==> src/common/lsu_pkg.sv <==
package lsu_pkg;

    // ------------------------------------------------------------
    // Widths
    // ------------------------------------------------------------
    localparam int XLEN   = 32;
    localparam int STRB_W = XLEN / 8;
    localparam int OP_W   = 3;

    // Common word and option field types
    typedef logic [XLEN-1:0] word_t;
    typedef logic [OP_W-1:0] lsu_op_t;

    // ------------------------------------------------------------
    // Load option codes (funct3 of the load instructions)
    // ------------------------------------------------------------
    localparam lsu_op_t LD_LB  = 3'b000;
    localparam lsu_op_t LD_LH  = 3'b001;
    localparam lsu_op_t LD_LW  = 3'b010;
    localparam lsu_op_t LD_LBU = 3'b100;
    localparam lsu_op_t LD_LHU = 3'b101;

    // Store option codes
    localparam lsu_op_t ST_SB = 3'b000;
    localparam lsu_op_t ST_SH = 3'b001;
    localparam lsu_op_t ST_SW = 3'b010;

    // ------------------------------------------------------------
    // AXI size codes, bytes per beat as a power of two
    // ------------------------------------------------------------
    localparam logic [2:0] SIZE_BYTE = 3'b000;
    localparam logic [2:0] SIZE_HALF = 3'b001;
    localparam logic [2:0] SIZE_WORD = 3'b010;

    // ------------------------------------------------------------
    // Request payloads
    // ------------------------------------------------------------

    // AR and AW beat
    typedef struct packed {
        word_t      addr;
        logic [2:0] size;
    } addr_req_t;

    // W beat, data already lane aligned
    typedef struct packed {
        word_t             data;
        logic [STRB_W-1:0] strb;
    } wdata_req_t;

endpackage

==> src/rtl/axi_req_channel.sv <==
`timescale 1ns/10ps

module axi_req_channel #(
    parameter type payload_t = logic
) (
    input  logic     M_AXI_ACLK,
    input  logic     M_AXI_ARESETN,
    input  logic     i_start,
    input  payload_t i_payload,
    input  logic     i_ready,
    output logic     o_valid,
    output payload_t o_payload
);

    logic     valid_q;
    payload_t payload_q;

    // Valid rises on a start and falls on the handshake
    always_ff @(posedge M_AXI_ACLK)
    begin
        if (!M_AXI_ARESETN)
        begin
            valid_q <= 1'b0;
        end
        else if (i_start)
        begin
            valid_q <= 1'b1;
        end
        else if (valid_q && i_ready)
        begin
            valid_q <= 1'b0;
        end
    end

    // Payload only loads on start so it stays stable while waiting for ready
    always_ff @(posedge M_AXI_ACLK)
    begin
        if (i_start)
        begin
            payload_q <= i_payload;
        end
    end

    assign o_valid   = valid_q;
    assign o_payload = payload_q;

endmodule

==> src/load/lsu_load_path.sv <==
`timescale 1ns/10ps

module lsu_load_path (
    input  logic             M_AXI_ACLK,
    input  logic             M_AXI_ARESETN,
    input  logic             i_start,
    input  lsu_pkg::word_t   i_addr,
    input  lsu_pkg::lsu_op_t i_load_opt,

    // AXI read side
    output lsu_pkg::word_t   o_araddr,
    output logic [2:0]       o_arsize,
    output logic             o_arvalid,
    output logic             o_rready,
    input  logic             i_arready,
    input  lsu_pkg::word_t   i_rdata,
    input  logic             i_rvalid,

    // Result toward the sequencer
    output logic             o_done,
    output lsu_pkg::word_t   o_data
);

    lsu_pkg::addr_req_t ar_req;
    lsu_pkg::addr_req_t ar_out;
    lsu_pkg::lsu_op_t   opt_q;
    logic [1:0]         offset_q;
    logic               rready_q;
    logic               r_fire;
    logic               done_q;
    lsu_pkg::word_t     rdata_q;
    lsu_pkg::word_t     shifted;

    // ------------------------------------------------------------
    // Read address
    // ------------------------------------------------------------
    always_comb
    begin
        ar_req.addr = i_addr;
        case (i_load_opt)
            lsu_pkg::LD_LB, lsu_pkg::LD_LBU: ar_req.size = lsu_pkg::SIZE_BYTE;
            lsu_pkg::LD_LH, lsu_pkg::LD_LHU: ar_req.size = lsu_pkg::SIZE_HALF;
            default:                         ar_req.size = lsu_pkg::SIZE_WORD;
        endcase
    end

    axi_req_channel #(
        .payload_t (lsu_pkg::addr_req_t)
    ) u_ar (
        .M_AXI_ACLK    (M_AXI_ACLK),
        .M_AXI_ARESETN (M_AXI_ARESETN),
        .i_start       (i_start),
        .i_payload     (ar_req),
        .i_ready       (i_arready),
        .o_valid       (o_arvalid),
        .o_payload     (ar_out)
    );

    assign o_araddr = ar_out.addr;
    assign o_arsize = ar_out.size;

    // Option and byte offset are needed again when the data returns
    always_ff @(posedge M_AXI_ACLK)
    begin
        if (i_start)
        begin
            opt_q    <= i_load_opt;
            offset_q <= i_addr[1:0];
        end
    end

    // ------------------------------------------------------------
    // Read data
    // ------------------------------------------------------------
    assign r_fire = i_rvalid && rready_q;

    always_ff @(posedge M_AXI_ACLK)
    begin
        if (!M_AXI_ARESETN)
        begin
            rready_q <= 1'b0;
            done_q   <= 1'b0;
        end
        else
        begin
            if (i_start)
                rready_q <= 1'b1;
            else if (r_fire)
                rready_q <= 1'b0;
            done_q <= r_fire;
        end
    end

    always_ff @(posedge M_AXI_ACLK)
    begin
        if (r_fire)
        begin
            rdata_q <= i_rdata;
        end
    end

    // Move the addressed byte lane down to bit 0, then extend
    assign shifted = rdata_q >> {offset_q, 3'b000};

    always_comb
    begin
        case (opt_q)
            lsu_pkg::LD_LB:  o_data = {{24{shifted[7]}}, shifted[7:0]};
            lsu_pkg::LD_LH:  o_data = {{16{shifted[15]}}, shifted[15:0]};
            lsu_pkg::LD_LW:  o_data = shifted;
            lsu_pkg::LD_LBU: o_data = {24'b0, shifted[7:0]};
            lsu_pkg::LD_LHU: o_data = {16'b0, shifted[15:0]};
            default:         o_data = '0;
        endcase
    end

    assign o_rready = rready_q;
    assign o_done   = done_q;

endmodule

==> src/store/lsu_store_path.sv <==
`timescale 1ns/10ps

module lsu_store_path (
    input  logic                       M_AXI_ACLK,
    input  logic                       M_AXI_ARESETN,
    input  logic                       i_start,
    input  lsu_pkg::word_t             i_addr,
    input  lsu_pkg::word_t             i_src2,
    input  lsu_pkg::lsu_op_t           i_store_opt,

    // AXI write side
    output lsu_pkg::word_t             o_awaddr,
    output logic [2:0]                 o_awsize,
    output logic                       o_awvalid,
    output lsu_pkg::word_t             o_wdata,
    output logic [lsu_pkg::STRB_W-1:0] o_wstrb,
    output logic                       o_wlast,
    output logic                       o_wvalid,
    output logic                       o_bready,
    input  logic                       i_awready,
    input  logic                       i_wready,
    input  logic                       i_bvalid,

    output logic                       o_done
);

    lsu_pkg::addr_req_t          aw_req;
    lsu_pkg::addr_req_t          aw_out;
    lsu_pkg::wdata_req_t         w_req;
    lsu_pkg::wdata_req_t         w_out;
    logic [lsu_pkg::STRB_W-1:0]  base_strb;
    logic                        aw_fire;
    logic                        w_fire;
    logic                        b_fire;
    logic                        aw_acc_q;
    logic                        w_acc_q;
    logic                        bready_q;
    logic                        done_q;

    // ------------------------------------------------------------
    // Request payloads, built from the operands at start
    // ------------------------------------------------------------
    always_comb
    begin
        case (i_store_opt)
            lsu_pkg::ST_SB: base_strb = 4'b0001;
            lsu_pkg::ST_SH: base_strb = 4'b0011;
            lsu_pkg::ST_SW: base_strb = 4'b1111;
            default:        base_strb = 4'b0000;
        endcase

        aw_req.addr = i_addr;
        case (i_store_opt)
            lsu_pkg::ST_SB: aw_req.size = lsu_pkg::SIZE_BYTE;
            lsu_pkg::ST_SH: aw_req.size = lsu_pkg::SIZE_HALF;
            default:        aw_req.size = lsu_pkg::SIZE_WORD;
        endcase

        // Source moves up into the lanes picked by the low address bits
        w_req.data = i_src2 << {i_addr[1:0], 3'b000};
        w_req.strb = base_strb << i_addr[1:0];
    end

    axi_req_channel #(
        .payload_t (lsu_pkg::addr_req_t)
    ) u_aw (
        .M_AXI_ACLK    (M_AXI_ACLK),
        .M_AXI_ARESETN (M_AXI_ARESETN),
        .i_start       (i_start),
        .i_payload     (aw_req),
        .i_ready       (i_awready),
        .o_valid       (o_awvalid),
        .o_payload     (aw_out)
    );

    axi_req_channel #(
        .payload_t (lsu_pkg::wdata_req_t)
    ) u_w (
        .M_AXI_ACLK    (M_AXI_ACLK),
        .M_AXI_ARESETN (M_AXI_ARESETN),
        .i_start       (i_start),
        .i_payload     (w_req),
        .i_ready       (i_wready),
        .o_valid       (o_wvalid),
        .o_payload     (w_out)
    );

    // ------------------------------------------------------------
    // Acceptance tracking and write response
    // ------------------------------------------------------------
    assign aw_fire = o_awvalid && i_awready;
    assign w_fire  = o_wvalid && i_wready;
    assign b_fire  = bready_q && i_bvalid;

    always_ff @(posedge M_AXI_ACLK)
    begin
        if (!M_AXI_ARESETN || i_start || b_fire)
        begin
            aw_acc_q <= 1'b0;
            w_acc_q  <= 1'b0;
        end
        else
        begin
            if (aw_fire)
                aw_acc_q <= 1'b1;
            if (w_fire)
                w_acc_q <= 1'b1;
        end
    end

    // BREADY once both AW and W are through, in either order
    always_ff @(posedge M_AXI_ACLK)
    begin
        if (!M_AXI_ARESETN)
        begin
            bready_q <= 1'b0;
            done_q   <= 1'b0;
        end
        else
        begin
            if (b_fire)
                bready_q <= 1'b0;
            else if ((aw_acc_q || aw_fire) && (w_acc_q || w_fire))
                bready_q <= 1'b1;
            done_q <= b_fire;
        end
    end

    assign o_awaddr = aw_out.addr;
    assign o_awsize = aw_out.size;
    assign o_wdata  = w_out.data;
    assign o_wstrb  = w_out.strb;
    assign o_wlast  = o_wvalid;     // single beat
    assign o_bready = bready_q;
    assign o_done   = done_q;

endmodule

==> src/rtl/lsu_sequencer.sv <==
`timescale 1ns/10ps

module lsu_sequencer (
    input  logic          M_AXI_ACLK,
    input  logic          M_AXI_ARESETN,
    input  logic          i_pre_valid,
    input  logic          i_load,
    input  logic          i_store,
    input  logic          i_load_done,
    input  logic          i_store_done,
    input  lsu_pkg::word_t i_load_data,
    output logic          o_load_start,
    output logic          o_store_start,
    output logic          o_post_valid,
    output lsu_pkg::word_t o_lsu_res
);

    logic           nonmem_start;
    logic           post_valid_q;
    lsu_pkg::word_t lsu_res_q;

    // Steer the start pulse, load has priority
    assign o_load_start  = i_pre_valid && i_load;
    assign o_store_start = i_pre_valid && i_store && !i_load;
    assign nonmem_start  = i_pre_valid && !i_load && !i_store;

    // Completion toward write-back, one cycle after any done
    always_ff @(posedge M_AXI_ACLK)
    begin
        if (!M_AXI_ARESETN)
        begin
            post_valid_q <= 1'b0;
        end
        else
        begin
            post_valid_q <= nonmem_start || i_load_done || i_store_done;
        end
    end

    // Result holds until the next completed load
    always_ff @(posedge M_AXI_ACLK)
    begin
        if (!M_AXI_ARESETN)
        begin
            lsu_res_q <= '0;
        end
        else if (i_load_done)
        begin
            lsu_res_q <= i_load_data;
        end
    end

    assign o_post_valid = post_valid_q;
    assign o_lsu_res    = lsu_res_q;

endmodule

==> src/rtl/lsu_top.sv <==
`timescale 1ns/10ps

module lsu_top (
    input  logic                       M_AXI_ACLK,
    input  logic                       M_AXI_ARESETN,

    // Pipeline side
    input  logic                       i_pre_valid,
    input  logic                       i_load,
    input  logic                       i_store,
    input  lsu_pkg::word_t             i_addr,
    input  lsu_pkg::word_t             i_src2,
    input  lsu_pkg::lsu_op_t           i_load_opt,
    input  lsu_pkg::lsu_op_t           i_store_opt,
    output logic                       o_post_valid,
    output lsu_pkg::word_t             o_lsu_res,

    // Write address channel
    output lsu_pkg::word_t             o_M_AXI_AWADDR,
    output logic [2:0]                 o_M_AXI_AWSIZE,
    output logic                       o_M_AXI_AWVALID,
    input  logic                       i_M_AXI_AWREADY,

    // Write data channel
    output lsu_pkg::word_t             o_M_AXI_WDATA,
    output logic [lsu_pkg::STRB_W-1:0] o_M_AXI_WSTRB,
    output logic                       o_M_AXI_WLAST,
    output logic                       o_M_AXI_WVALID,
    input  logic                       i_M_AXI_WREADY,

    // Write response channel
    input  logic                       i_M_AXI_BVALID,
    output logic                       o_M_AXI_BREADY,

    // Read address channel
    output lsu_pkg::word_t             o_M_AXI_ARADDR,
    output logic [2:0]                 o_M_AXI_ARSIZE,
    output logic                       o_M_AXI_ARVALID,
    input  logic                       i_M_AXI_ARREADY,

    // Read data channel
    input  lsu_pkg::word_t             i_M_AXI_RDATA,
    input  logic                       i_M_AXI_RVALID,
    output logic                       o_M_AXI_RREADY
);

    logic           load_start;
    logic           store_start;
    logic           load_done;
    logic           store_done;
    lsu_pkg::word_t load_data;

    lsu_sequencer u_seq (
        .M_AXI_ACLK    (M_AXI_ACLK),
        .M_AXI_ARESETN (M_AXI_ARESETN),
        .i_pre_valid   (i_pre_valid),
        .i_load        (i_load),
        .i_store       (i_store),
        .i_load_done   (load_done),
        .i_store_done  (store_done),
        .i_load_data   (load_data),
        .o_load_start  (load_start),
        .o_store_start (store_start),
        .o_post_valid  (o_post_valid),
        .o_lsu_res     (o_lsu_res)
    );

    lsu_load_path u_load (
        .M_AXI_ACLK    (M_AXI_ACLK),
        .M_AXI_ARESETN (M_AXI_ARESETN),
        .i_start       (load_start),
        .i_addr        (i_addr),
        .i_load_opt    (i_load_opt),
        .o_araddr      (o_M_AXI_ARADDR),
        .o_arsize      (o_M_AXI_ARSIZE),
        .o_arvalid     (o_M_AXI_ARVALID),
        .o_rready      (o_M_AXI_RREADY),
        .i_arready     (i_M_AXI_ARREADY),
        .i_rdata       (i_M_AXI_RDATA),
        .i_rvalid      (i_M_AXI_RVALID),
        .o_done        (load_done),
        .o_data        (load_data)
    );

    lsu_store_path u_store (
        .M_AXI_ACLK    (M_AXI_ACLK),
        .M_AXI_ARESETN (M_AXI_ARESETN),
        .i_start       (store_start),
        .i_addr        (i_addr),
        .i_src2        (i_src2),
        .i_store_opt   (i_store_opt),
        .o_awaddr      (o_M_AXI_AWADDR),
        .o_awsize      (o_M_AXI_AWSIZE),
        .o_awvalid     (o_M_AXI_AWVALID),
        .o_wdata       (o_M_AXI_WDATA),
        .o_wstrb       (o_M_AXI_WSTRB),
        .o_wlast       (o_M_AXI_WLAST),
        .o_wvalid      (o_M_AXI_WVALID),
        .o_bready      (o_M_AXI_BREADY),
        .i_awready     (i_M_AXI_AWREADY),
        .i_wready      (i_M_AXI_WREADY),
        .i_bvalid      (i_M_AXI_BVALID),
        .o_done        (store_done)
    );

endmodule

==> config.mk <==
export PLATFORM = sky130hd
export DESIGN_NAME = lsu_top
export DESIGN_NICKNAME = d
export VERILOG_FILES = /design/src/common/lsu_pkg.sv /design/src/rtl/axi_req_channel.sv /design/src/load/lsu_load_path.sv /design/src/store/lsu_store_path.sv /design/src/rtl/lsu_sequencer.sv /design/src/rtl/lsu_top.sv
export SDC_FILE = /design/constraint.sdc
export NUM_CORES = 1
export LEC_CHECK = 0
export ABC_AREA = 1
export BUFFER_PORTS_ARGS = -buffer_cell sky130_fd_sc_hd__buf_2
export CORE_MARGIN = 5
export CORE_UTILIZATION = 54
export DETAILED_ROUTE_END_ITERATION = 16
export GPL_ROUTABILITY_DRIVEN = 0
export PLACE_DENSITY = 0.86
export SKIP_LAST_GASP = 1
export SYNTH_ARGS = -nofsm -noshare
export SYNTH_HDL_FRONTEND = slang
export SYNTH_HIERARCHICAL = 1
export SYNTH_SLANG_ARGS = --single-unit
export TNS_END_PERCENT = 100
==> constraint.sdc <==
create_clock -name M_AXI_ACLK -period 10 [get_ports M_AXI_ACLK]
set_input_delay 1.5 -clock M_AXI_ACLK [delete_from_list [all_inputs] [get_ports M_AXI_ACLK]]
set_output_delay 1.5 -clock M_AXI_ACLK [all_outputs]
set_load 0.1 [all_outputs]
# After elaboration in Yosys (flattened, before gate mapping)

Cells that the tools add are included.

Flip-flop bits (word level): 185
Bits of input ports: 112
Output and inout bits: 145
Logic and storage cells: 75

Equal/unequal tests: 9
Shift operators: 3
Mux-type cells: 12
Bitwise logic cells: 1
Reductions and logical operators: 30

Operator list:

| operator           | count |
|---|---|
| $pmux 32 s5        | 1 |
| $shl 32x5->32      | 1 |
| $shr 32x5->32      | 1 |
| $eq 3x3->1 const B | 4 |
| $pmux 4 s3         | 1 |
| $logic_and 1x1->1  | 11 |
| $eq 3x1->1 const B | 3 |
| $logic_not 3->1    | 3 |
| $mux 1             | 8 |
| $pmux 2 s2         | 2 |
| $reduce_bool 2->1  | 4 |
| $eq 3x2->1 const B | 2 |
| $logic_or 1x1->1   | 6 |
| $reduce_or 2->1    | 3 |
| $shl 4x2->4        | 1 |
| $logic_not 1->1    | 3 |
| $not 1->1          | 1 |

# Logic depth before layout (Yosys ltp)

Gate-level depths: netlist of the first run.

Depth after elaboration: 5
Mapped depth: 8
Mapped depth without buffers: 7

# Hierarchy

The synthesis of the first run kept the hierarchy.

By module, submodules not included:

| module                            | times used | cells each | area an instance (um^2) | sequential area each (um^2) |
|---|---|---|---|---|
| axi_req_channel (u_load.u_ar ...) | 2          | 41         | 1094.8                  | 1071.0 |
| lsu_load_path                     | 1          | 243        | 2092.0                  | 1151.1 |
| lsu_sequencer                     | 1          | 149        | 1192.4                  | 660.6 |
| axi_req_channel (u_store.u_w)     | 1          | 42         | 1124.8                  | 1101.1 |
| lsu_store_path                    | 1          | 147        | 794.5                   | 80.1 |

# Least setup slack after synthesis of the first run

No wires, ideal clock.

Kind: in2reg
From: input i_store
To: register u_store.w_acc_q
Setup time: 120 ps
Arrival: 5103 ps
Required time: 9880 ps
Path slack: 4777 ps
Stages: 4
Buffers on the path: 0
Cell sequence: nand2_1 nor2_1 or2_2 a21oi_1

Cells in the longest elaborated chain, start to end: 4

Ends and longest elaborated chain:

| what                           | RTL line              | text |
|---|---|---|
| from (decl)                    | lsu_top.sv:10         | `input logic i_store,` |
| $logic_and 1x1->1 (2 in a row) | lsu_sequencer.sv:24   | `assign o_store_start = i_pre_valid && i_store && !i_load;` |
| via store_start                | lsu_top.sv:48         | `logic store_start;` |
| $logic_or 1x1->1 (2 in a row)  | lsu_store_path.sv:97  | `if (!M_AXI_ARESETN \|\| i_start \|\| b_fire)` |
| to (signal assigned)           | lsu_store_path.sv:100 | `w_acc_q <= 1'b0;` |
| to (signal assigned)           | lsu_store_path.sv:107 | `w_acc_q <= 1'b1;` |
| to (decl)                      | lsu_store_path.sv:36  | `logic w_acc_q;` |

The timed path passes the listed nets, and every way through them passes these cells.
A chain may end at the register's enable or synchronous reset.

==> results of run 1 <==
-- sequential cells by signal (all words and copies together), names as in the netlist --
signal and cells:
u_load/rdata_q 32, u_load/o_rready 1, u_seq/o_lsu_res 32, u_load/opt_q 3, u_load/u_ar/o_valid 1, u_seq/o_post_valid 1
u_store/u_aw/o_valid 1, u_store/o_bready 1, u_store/u_w/o_valid 1, u_store/aw_acc_q 1, u_load/o_done 1, u_store/w_acc_q 1
u_store/u_aw/o_payload 35, u_store/o_done 1, u_load/u_ar/o_payload 35, u_load/offset_q 2, u_store/u_w/o_payload 36
-- synthesized netlist by cell type --
cell type,n
edfxtp_1,143
nand2_1,130
nor2_1,108
dfxtp_1,42
o21ai_0,41
inv_1,39
nand3_1,35
o21ai_1,16
a21oi_1,14
buf_2,12
buf_4,11
buf_6,11
o211ai_1,8
or2_1,8
a22oi_1,7
nor3_1,7
nor2_2,6
nand3_2,4
a21oi_2,3
or2_2,3
clkbuf_1,2
conb_1,2
inv_2,2
nand2_2,2
inv_4,1
nand3_4,1
nand4_1,1
nor2_4,1
nor3_2,1
o21ai_2,1
o22ai_1,1
-- metrics by stage --
step	std cells	hold slack, ns	setup slack, ns
4_1_cts	1092	0.4663	7.229
3_5_place_dp	1060	0.4548	6.765
3_3_place_gp	1060	0.4364	6.857
6_report	1093	0.4652	7.205
5_1_grt	1093	0.4885	6.983
2_1_floorplan	663	0.4271	4.777
-- logic make-up (layout without fill, tap and decap cells) --
| logic type | Yosys count | after routing | synth area share, % |
|---|---|---|---|
| AO/OA/AOI/OAI | 91 | 91 | 6.888 |
| buffers and inverters | 78 | 331 | 5.873 |
| flip-flops | 185 | 185 | 69.45 |
| other | 2 | 3 | 0.1016 |
| AND/OR/NAND/NOR | 307 | 307 | 17.69 |
-- how the worst min path moves through the flow --
| stage | end | depth (start not counted) | startpoint | slack, ns |
|---|---|---|---|---|
| 2_1_floorplan | u_store/aw_acc_q | 2 | u_store/aw_acc_q | 0.43 |
| 5_1_grt | u_store/w_acc_q | 2 | u_store/w_acc_q | 0.49 |
| 4_1_cts | u_store/w_acc_q | 2 | u_store/w_acc_q | 0.47 |
| 6_report | u_store/w_acc_q | 2 | u_store/w_acc_q | 0.47 |
| 3_3_place_gp | u_store/w_acc_q | 2 | u_store/w_acc_q | 0.44 |
| 3_5_place_dp | u_store/w_acc_q | 2 | u_store/w_acc_q | 0.45 |
-- routing by layer --
| metal | global-route usage, % | part of all wire [%] | up-vias |
|---|---|---|---|
| met5 | 0 | 0.25 | - |
| met1 | 27.01 | 36 | 2621 |
| met4 | 7.950 | 1.7 | 6 |
| met3 | 9.057 | 11 | 32 |
| met2 | 39.38 | 51 | 296 |
| li1 | - | - | 2725 |
-- cells in the final DEF, fill, tap and decap left out --
cell type	Yosys	routed
buf_2	12	256
edfxtp_1	143	143
nand2_1	130	130
nor2_1	108	107
dfxtp_1	42	42
o21ai_0	41	41
inv_1	39	39
nand3_1	35	35
clkbuf_16	0	19
o21ai_1	16	16
a21oi_1	14	14
or2_1	8	8
o211ai_1	8	8
nor3_1	7	7
a22oi_1	7	7
inv_4	1	6
nor2_2	6	6
nand3_2	4	4
inv_6	0	3
inv_2	2	3
a21oi_2	3	3
or2_2	3	3
nand2_2	2	2
nor2_4	1	2
conb_1	2	2
diode_2	0	1
clkinv_4	0	1
clkbuf_1	2	1
clkinv_2	0	1
bufinv_16	0	1
nor3_2	1	1
nand3_4	1	1
o21ai_2	1	1
nand4_1	1	1
o22ai_1	1	1
buf_4	11	1
-- layout make-up --
class / count / area, um2 / area share, %
Sequential cell: 185 / 5135 / 55.68
Multi-Input combinational cell: 400 / 1832 / 19.86
Timing Repair Buffer: 257 / 1289 / 13.97
Clock buffer: 20 / 479.2 / 5.196
Tap cell: 176 / 220.2 / 2.388
Inverter: 42 / 160.2 / 1.737
Clock inverter: 12 / 105.1 / 1.140
Antenna cell: 1 / 2.502 / 0.02713
-- power groups by stage --
stage	Clock, W	Sequential, W	Combinational (W)
floorplan	0	0.00110	0.0000735
global placement	0	0.000899	0.000341
detailed placement	0	0.000901	0.000346
CTS	0.000667	0.000885	0.000347
global route	0.000702	0.000888	0.000363
finish	0.000659	0.000884	0.000347
-- critical path: stages --
cell,delay [ns]
buf_2,0.42
inv_1,0.55
o21ai_1,0.36
o21ai_1,0.10
==> metrics.md, run 1 <==
| Metric | Value |
|---|---|
| Pin count of the biggest net entering global routing | `75` |
| Status | `finished, final reports clean` |
| Layout fillers | `1,002` |
| Worst hold path class | `flop to flop` |
| Final Cell Area | `0.009223 mm2` |
| Setup TNS | `0 ns` |
| DR pass1 iterations | `6` |
| Hold Vio Cnt, Final | `0` |
| Layout area overhead | `24.74%` |
| Longest Clk Path Bufs | `2` |
| Crit. End Element | `flop` |
| Mapped Cells | `663` |
| WL final | `18,830 um` |
| # IOs | `257` |
| Synth cell types | `31` |
| Final nets | `1,015` |
| # Post-CTS Setup Buffers | `0` |
| First-pass GRT wire length | `28,850 um` |
| Placed inst area | `0.008636 mm2` |
| Worst-Margin Slew | `1.231 ns` |
| Clock sink total | `185` |
| Post-synth top area cell | `edfxtp_1` |
| Worst Skew | `0.004770 ns` |
| Sequential area share after synthesis | `69.45%` |
| Critical path class | `input pin to flop` |
| Worst IR Drop VDD | `0.1299 mV` |
| Root buf cell | `clkbuf_16` |
| Reg2reg path depth | `7` |
| Slew HR | `17.93%` |
| Die area | `0.01613 mm2` |
| Sw Share | `31.30%` |
| Sw Pwr | `0.0005919 W` |
| Worst path required time | `10.15 ns` |
| CTS tree | `built` |
| Htree depth | `4` |
| Worst Path Arrival | `2.95 ns` |
| Initial DRC Count | `460` |
| Post-CTS Hold Fix Bufs | `0` |
| Worst Setup Start Kind | `input pin` |
| Max Clk Rate | `0.3577 GHz` |
| Die Y | `127.0 um` |
| Combinational group share of total power | `18.4%` |
| Post-Syn Area | `0.007393 mm2` |
| Clk slew on worst S/H paths | `0.07 ns` |
| Starting Density | `55.39%` |
| RSZ-0062 raised after global routing | `false` |
| Syn_nets | `775` |
| DIE WIDTH | `127.0 um` |
| R2r startpoint | `u_load/offset_q[0]` |
| Vias in the first global route | `5,528` |
| Site row count | `42` |
| Setup violations, final | `0` |
| PwrDens | `205.0 mW/mm2` |
| Post-cts gate resize count | `0` |
| Share of layout cells above drive strength 1 | `34.28%` |
| Critical path endpoint | `u_store/u_w/o_payload[30]` |
| Crit-path max FO | `34` |
| MaxCap Viol Count | `0` |
| Vias | `5,680` |
| Slew Limit Fails | `0` |
| Internal reg-to-reg setup slack | `7.30 ns` |
| Clk pwr share | `34.9%` |
| Util after Layout | `69.09%` |
| DR DRC count | `0` |
| Hpwl dp | `13,610 um` |
| Synth Warn # | `6` |
| Core area | `0.01335 mm2` |
| Tot Pwr | `0.001891 W` |
| Setup crit start | `i_addr[0]` |
| Leakage | `4.148 nW` |
| DR WL/cell | `17.22 um` |
| Total CTS buffers | `17` |
| Internal | `0.001299 W` |
| Period utilization | `27.95%` |
| Tmin final | `2.795 ns` |
| Reg2reg end | `u_seq/o_lsu_res[21]` |
| Synth top area share | `58.08%` |
| Vias per cell | `5.197` |
| Register share of total power | `46.8%` |
| Initial antenna violation count | `4` |
| Global Route Usage Sum | `23.19%` |
| Port bufs | `256` |
| Total gr overflow | `0` |
| Main area contributors after synthesis | `edfxtp_1 (58%), dfxtp_1 (11%), nand2_1 (6.6%)` |
| Detail Route Antenna Nets | `0` |
| Seq cells post-synth | `185` |
| Clock latency on the worst-skew pair | `0.42 ns` |
| Avg Cell Area, Syn | `11.15 um2` |
Note: power is estimated with default switching activity, not from simulation.
==> run 2, diff against run 1 <==
Settings changed: CORE_UTILIZATION 54 to 50, PLACE_DENSITY 0.86 to 0.81.
Clock period 10 ns to 2.6 ns, I/O delays scaled along.
==> metrics.md, run 2 (synthesis gave the netlist of run 1 again) <==
| Metric | Value |
|---|---|
| Longest Clk Path Bufs | `2` |
| DR DRC count | `0` |
| Post-Place Cells | `1,078` |
| # Post-CTS Setup Buffers | `0` |
| Clk slew on worst S/H paths | `0.07 ns` |
| Worst path required time | `2.96 ns` |
| Final cell count without fillers | `1,110` |
| Worst-Margin Slew | `0.6913 ns` |
| Port bufs | `256` |
| DR WL/cell | `16.89 um` |
| WHS Path Cells | `1` |
| Commonest non-fill, non-tap cell in the layout | `buf_2` |
| Most frequent cells in the layout | `buf_2 (256), edfxtp_1 (143), nand2_1 (130), nor2_1 (107), dfxtp_1 (42)` |
| Site row count | `44` |
| Vias per cell | `5.180` |
| Layout fillers | `1,158` |
| First-pass GRT wire length | `29,320 um` |
| Vias | `5,750` |
| Max Clk Rate | `0.5282 GHz` |
| Hpwl dp | `13,620 um` |
| CTS tree | `built` |
| Period utilization | `72.82%` |
| R2r startpoint | `u_load/offset_q[1]` |
| Starting Density | `50.87%` |
| Die Y | `131.6 um` |
| Antenna diodes | `0` |
| Post-cts gate resize count | `0` |
| Pin count of the biggest net entering global routing | `43` |
| Initial antenna violation count | `2` |
| WL final | `18,750 um` |
| Worst Setup Start Kind | `flop` |
| DR pass1 iterations | `6` |
| DIE WIDTH | `131.6 um` |
| Fin Hold WS | `0.1380 ns` |
| Setup crit start | `u_load/offset_q[1]` |
| Clock sink total | `185` |
| MaxCap Viol Count | `0` |
| Share of layout cells above drive strength 1 | `34.88%` |
| Vias in the first global route | `5,572` |
| Worst hold path class | `input pin to flop` |
| Status | `finished, final reports clean` |
| Beginning of the worst hold path | `i_M_AXI_RDATA[13]` |
| Global Route Usage Sum | `21.39%` |
| Initial DRC Count | `402` |
| Register area | `0.005135 mm2` |
| Slew HR | `53.91%` |
| Worst Skew | `0.009913 ns` |
| RSZ-0062 raised after global routing | `false` |
| Worst IR Drop VDD | `0.5291 mV` |
| Worst Path Arrival | `2.26 ns` |
| Max reg flops | `36` |
| Slew Limit Fails | `0` |
| Tmin final | `1.893 ns` |
| Leakage | `4.186 nW` |
| Reg2reg path depth | `6` |
| Crit-path max FO | `19` |
| Hold Vio Cnt, Final | `0` |
| Crit. End Element | `flop` |
| Post-CTS Hold Fix Bufs | `0` |
| Critical path class | `flop to flop` |
| Setup violations, final | `0` |
| PwrDens | `783.4 mW/mm2` |
| Setup TNS | `0 ns` |
| Total gr overflow | `0` |
| Total CTS buffers | `17` |
| Layout area overhead | `26.10%` |
| Htree depth | `4` |
| Detail Route Antenna Nets | `0` |
| Core area | `0.01453 mm2` |
| Die area | `0.01732 mm2` |
| Clock latency on the worst-skew pair | `0.42 ns` |
| Final nets | `1,025` |
| Root buf cell | `clkbuf_16` |
| # IOs | `257` |
| Area of the multi-input gates | `0.001832 mm2` |
[run 2: cell count changes in the layout (fill, tap and decap cells not counted), sizes merged]
cell	change
diode	-1
inv	-4
bufinv	+1
clkinv	+4
clkinvlp	+1
buf	+10
clkbuf	-2
[run 2: report_power, final]
group / total (W) / leakage (nW) / internal, W / switching, W
Clock: 0.00256 / 0.287 / 0.00144 / 0.00112
Combinational: 0.00136 / 2.26 / 0.000227 / 0.00113
Sequential: 0.00338 / 1.64 / 0.00333 / 0.0000492
Total: 0.00730 / 4.19 / 0.00500 / 0.00230
[run 2: critical path: stages, from the launching register on]
cell and delay (ns):
edfxtp_1 0.80, inv_4 0.20, nand3_2 0.15, nand3_2 0.27, nand3_1 0.22, nor2_1 0.07
nor2_1 0.12
[run 2: layer usage]
metal	GRT usage, %	wire [um]	vias to the layer above
li1	-	-	2745
met1	24.87	6843	2655
met2	35.05	9341	310
met3	9.404	2054	36
met4	8.229	478	4
met5	0	31	-
[run 2: final cells by class]
type,instances,share of cell area (%)
clock buffer,18,4.603
clock inverter,14,1.718
inverter,42,1.718
multi-input combinational,400,19.65
sequential,185,55.08
tap,184,2.469
timing repair buffer,267,14.76
[run 2: path summary, 6_finish.rpt]
kind                         endpoint  slack [ns]
hold / removal     u_load/rdata_q[13]        0.14
setup / recovery  u_seq/o_lsu_res[22]        0.71
hold reg to reg       u_store/w_acc_q        0.45
setup reg to reg  u_seq/o_lsu_res[22]        0.71
[run 2: metrics by stage]
stage | power [W] | utilization, % | setup WS, ns | cell area, um2
final | 0.007304 | 64.14 | 0.7068 | 9323
after global routing | 0.007553 | 64.14 | 0.5619 | 9323
after CTS | 0.007347 | 64.14 | 0.7656 | 9323
after detailed placement | 0.004803 | 60.09 | 0.8068 | 8733
after global placement | 0.004785 | 60.09 | 0.8504 | 8733
after floorplan | 0.004527 | - | 0.3843 | 7401
==> run 3, diff against run 2 <==
Settings changed: CORE_UTILIZATION 50 to 45, PLACE_DENSITY 0.81 to 0.77.
Clock period 2.6 ns to 1.57 ns, I/O delays scaled along.
==> metrics.md, run 3 (synthesis gave the netlist of run 1 again) <==
| Metric | Value |
|---|---|
| Port bufs | `256` |
| CTS tree | `built` |
| CP max-delay cell | `edfxtp_1` |
| Global Route Usage Sum | `20.49%` |
| Htree depth | `4` |
| Most frequent CP cell | `nor2_1` |
| Slew HR | `59.18%` |
| Fin Hold WS | `0.01632 ns` |
| Critical path class | `flop to flop` |
| Share of layout cells above drive strength 1 | `34.76%` |
| Reg2reg path depth | `7` |
| Critical path depth in cells | `7` |
| Hold Vio Cnt, Final | `0` |
| Critical path buffers and inverters | `1` |
| Tmin final | `1.501 ns` |
| MaxCap Viol Count | `0` |
| Util after Layout | `64.01%` |
| Setup crit start | `u_load/offset_q[0]` |
| Layout fillers | `1,259` |
| Vias | `6,063` |
| Vias in the first global route | `6,063` |
| Worst Setup Start Kind | `flop` |
| RSZ-0062 raised after global routing | `true` |
| Register area | `0.005140 mm2` |
| Final nets | `1,106` |
| Max reg flops | `36` |
| Clk slew on worst S/H paths | `0.07 ns` |
| WL final | `20,010 um` |
| Area of the multi-input gates | `0.001881 mm2` |
| Cell family with most CP delay | `simple AND/OR/NAND/NOR gates` |
| CP peak stage delay | `0.45 ns` |
| Final Cell Area | `0.01024 mm2` |
| Layout area overhead | `38.52%` |
| R2r startpoint | `u_load/offset_q[0]` |
| Root buf cell | `clkbuf_16` |
| Critical path endpoint | `u_seq/o_lsu_res[8]` |
| Crit. End Element | `flop` |
| Worst-Margin Slew | `0.6100 ns` |
| Core area | `0.01600 mm2` |
| First-pass GRT wire length | `31,040 um` |
| Leakage | `4.540 nW` |
| Site row count | `46` |
| Worst hold path class | `input pin to flop` |
| Vias per cell | `4.953` |
| Placed inst area | `0.008979 mm2` |
| Initial DRC Count | `485` |
| DR WL/cell | `16.35 um` |
| DR DRC count | `0` |
| Tot Pwr | `0.01210 W` |
| Initial antenna violation count | `1` |
| Internal reg-to-reg setup slack | `0.07 ns` |
| Crit-path max FO | `12` |
| Detail Route Antenna Nets | `0` |
| Hpwl dp | `14,050 um` |
| Worst Skew | `0.01231 ns` |
| Starting Density | `46.21%` |
| Period utilization | `95.62%` |
| Most frequent cells in the layout | `buf_2 (256), edfxtp_1 (143), nand2_1 (129), nor2_1 (107), dlygate4sd3_1 (62)` |
| Pin count of the biggest net entering global routing | `36` |
| Worst path required time | `1.89 ns` |
| CP Cell Sequence | `buf_4 > nand2_2 > nand3_2 > nand3_4 > nand2_1 > nor2_1 > nor2_1` |
| Beginning of the worst hold path | `i_addr[7]` |
| Status | `finished, final reports clean` |
| Total CTS buffers | `17` |
| DR pass1 iterations | `6` |
| Setup TNS | `0 ns` |
| Slew Limit Fails | `0` |
| Max Clk Rate | `0.6661 GHz` |
| Clock sink total | `185` |
| Total gr overflow | `0` |
| DIE WIDTH | `138.2 um` |
| Longest Clk Path Bufs | `2` |
| Clock latency on the worst-skew pair | `0.43 ns` |
| Die area | `0.01909 mm2` |
| Worst IR Drop VDD | `0.7389 mV` |
| Setup violations, final | `0` |
| Reg2reg end | `u_seq/o_lsu_res[8]` |
| # IOs | `257` |
| Die Y | `138.2 um` |
| PwrDens | `1181 mW/mm2` |
| Worst Path Arrival | `1.82 ns` |
| Commonest non-fill, non-tap cell in the layout | `buf_2` |
==> run 3: cell type report <==
| class | count | area share (%) |
|---|---|---|
| inverter | 42 | 1.625 |
| sequential | 185 | 50.19 |
| clock inverter | 15 | 1.295 |
| antenna | 1 | 0.02443 |
| clock buffer | 17 | 4.154 |
| tap | 216 | 2.639 |
| multi-input combinational | 401 | 18.36 |
| timing repair buffer | 347 | 21.71 |
==> run 3: power by group <==
part | switching, W | internal, W | leakage, nW
combinational | 0.00193 | 0.000537 | 2.64
clock | 0.00195 | 0.00208 | 0.264
sequential | 0.0000806 | 0.00552 | 1.64
total | 0.00396 | 0.00814 | 4.54
==> run 3: metrics by stage <==
stage               instances  setup slack [ns]
finish                   1224           0.06871
global route             1224          -0.04713
CTS                      1214           0.03709
detailed placement       1122           0.05286
global placement         1122           0.08972
floorplan                 663           -0.2349
==> run 3: how the worst min path moves through the flow <==
stage,to,slack [ns],cells past startpoint
floorplan,u_load/offset_q[0],0.33,0
global placement,u_load/rdata_q[6],0.41,1
detailed placement,u_load/rdata_q[26],0.41,1
CTS,u_load/rdata_q[19],0.001,1
global route,u_load/u_ar/o_payload[10],0.004,1
finish,u_load/u_ar/o_payload[10],0.02,1
==> run 3: per-layer routing <==
layer / GRT usage (%) / wire (um) / up-vias
met1: 23.08 / 7625 / 2797
li1: - / - / 2905
met3: 8.276 / 2093 / 47
met5: 0 / 0 / -
met4: 8.528 / 583 / 0
met2: 34.69 / 9705 / 314
==> run 3: timing repair <==
| item | 4_1_cts | 5_1_grt |
|---|---|---|
| buffers inserted | 0 | 6 |
| hold buffers | 60 | 2 |
| setup endpoints to repair | 0 | 26 |
| resized for setup | 0 | 5 |
| hold endpoints to repair | 87 | 2 |
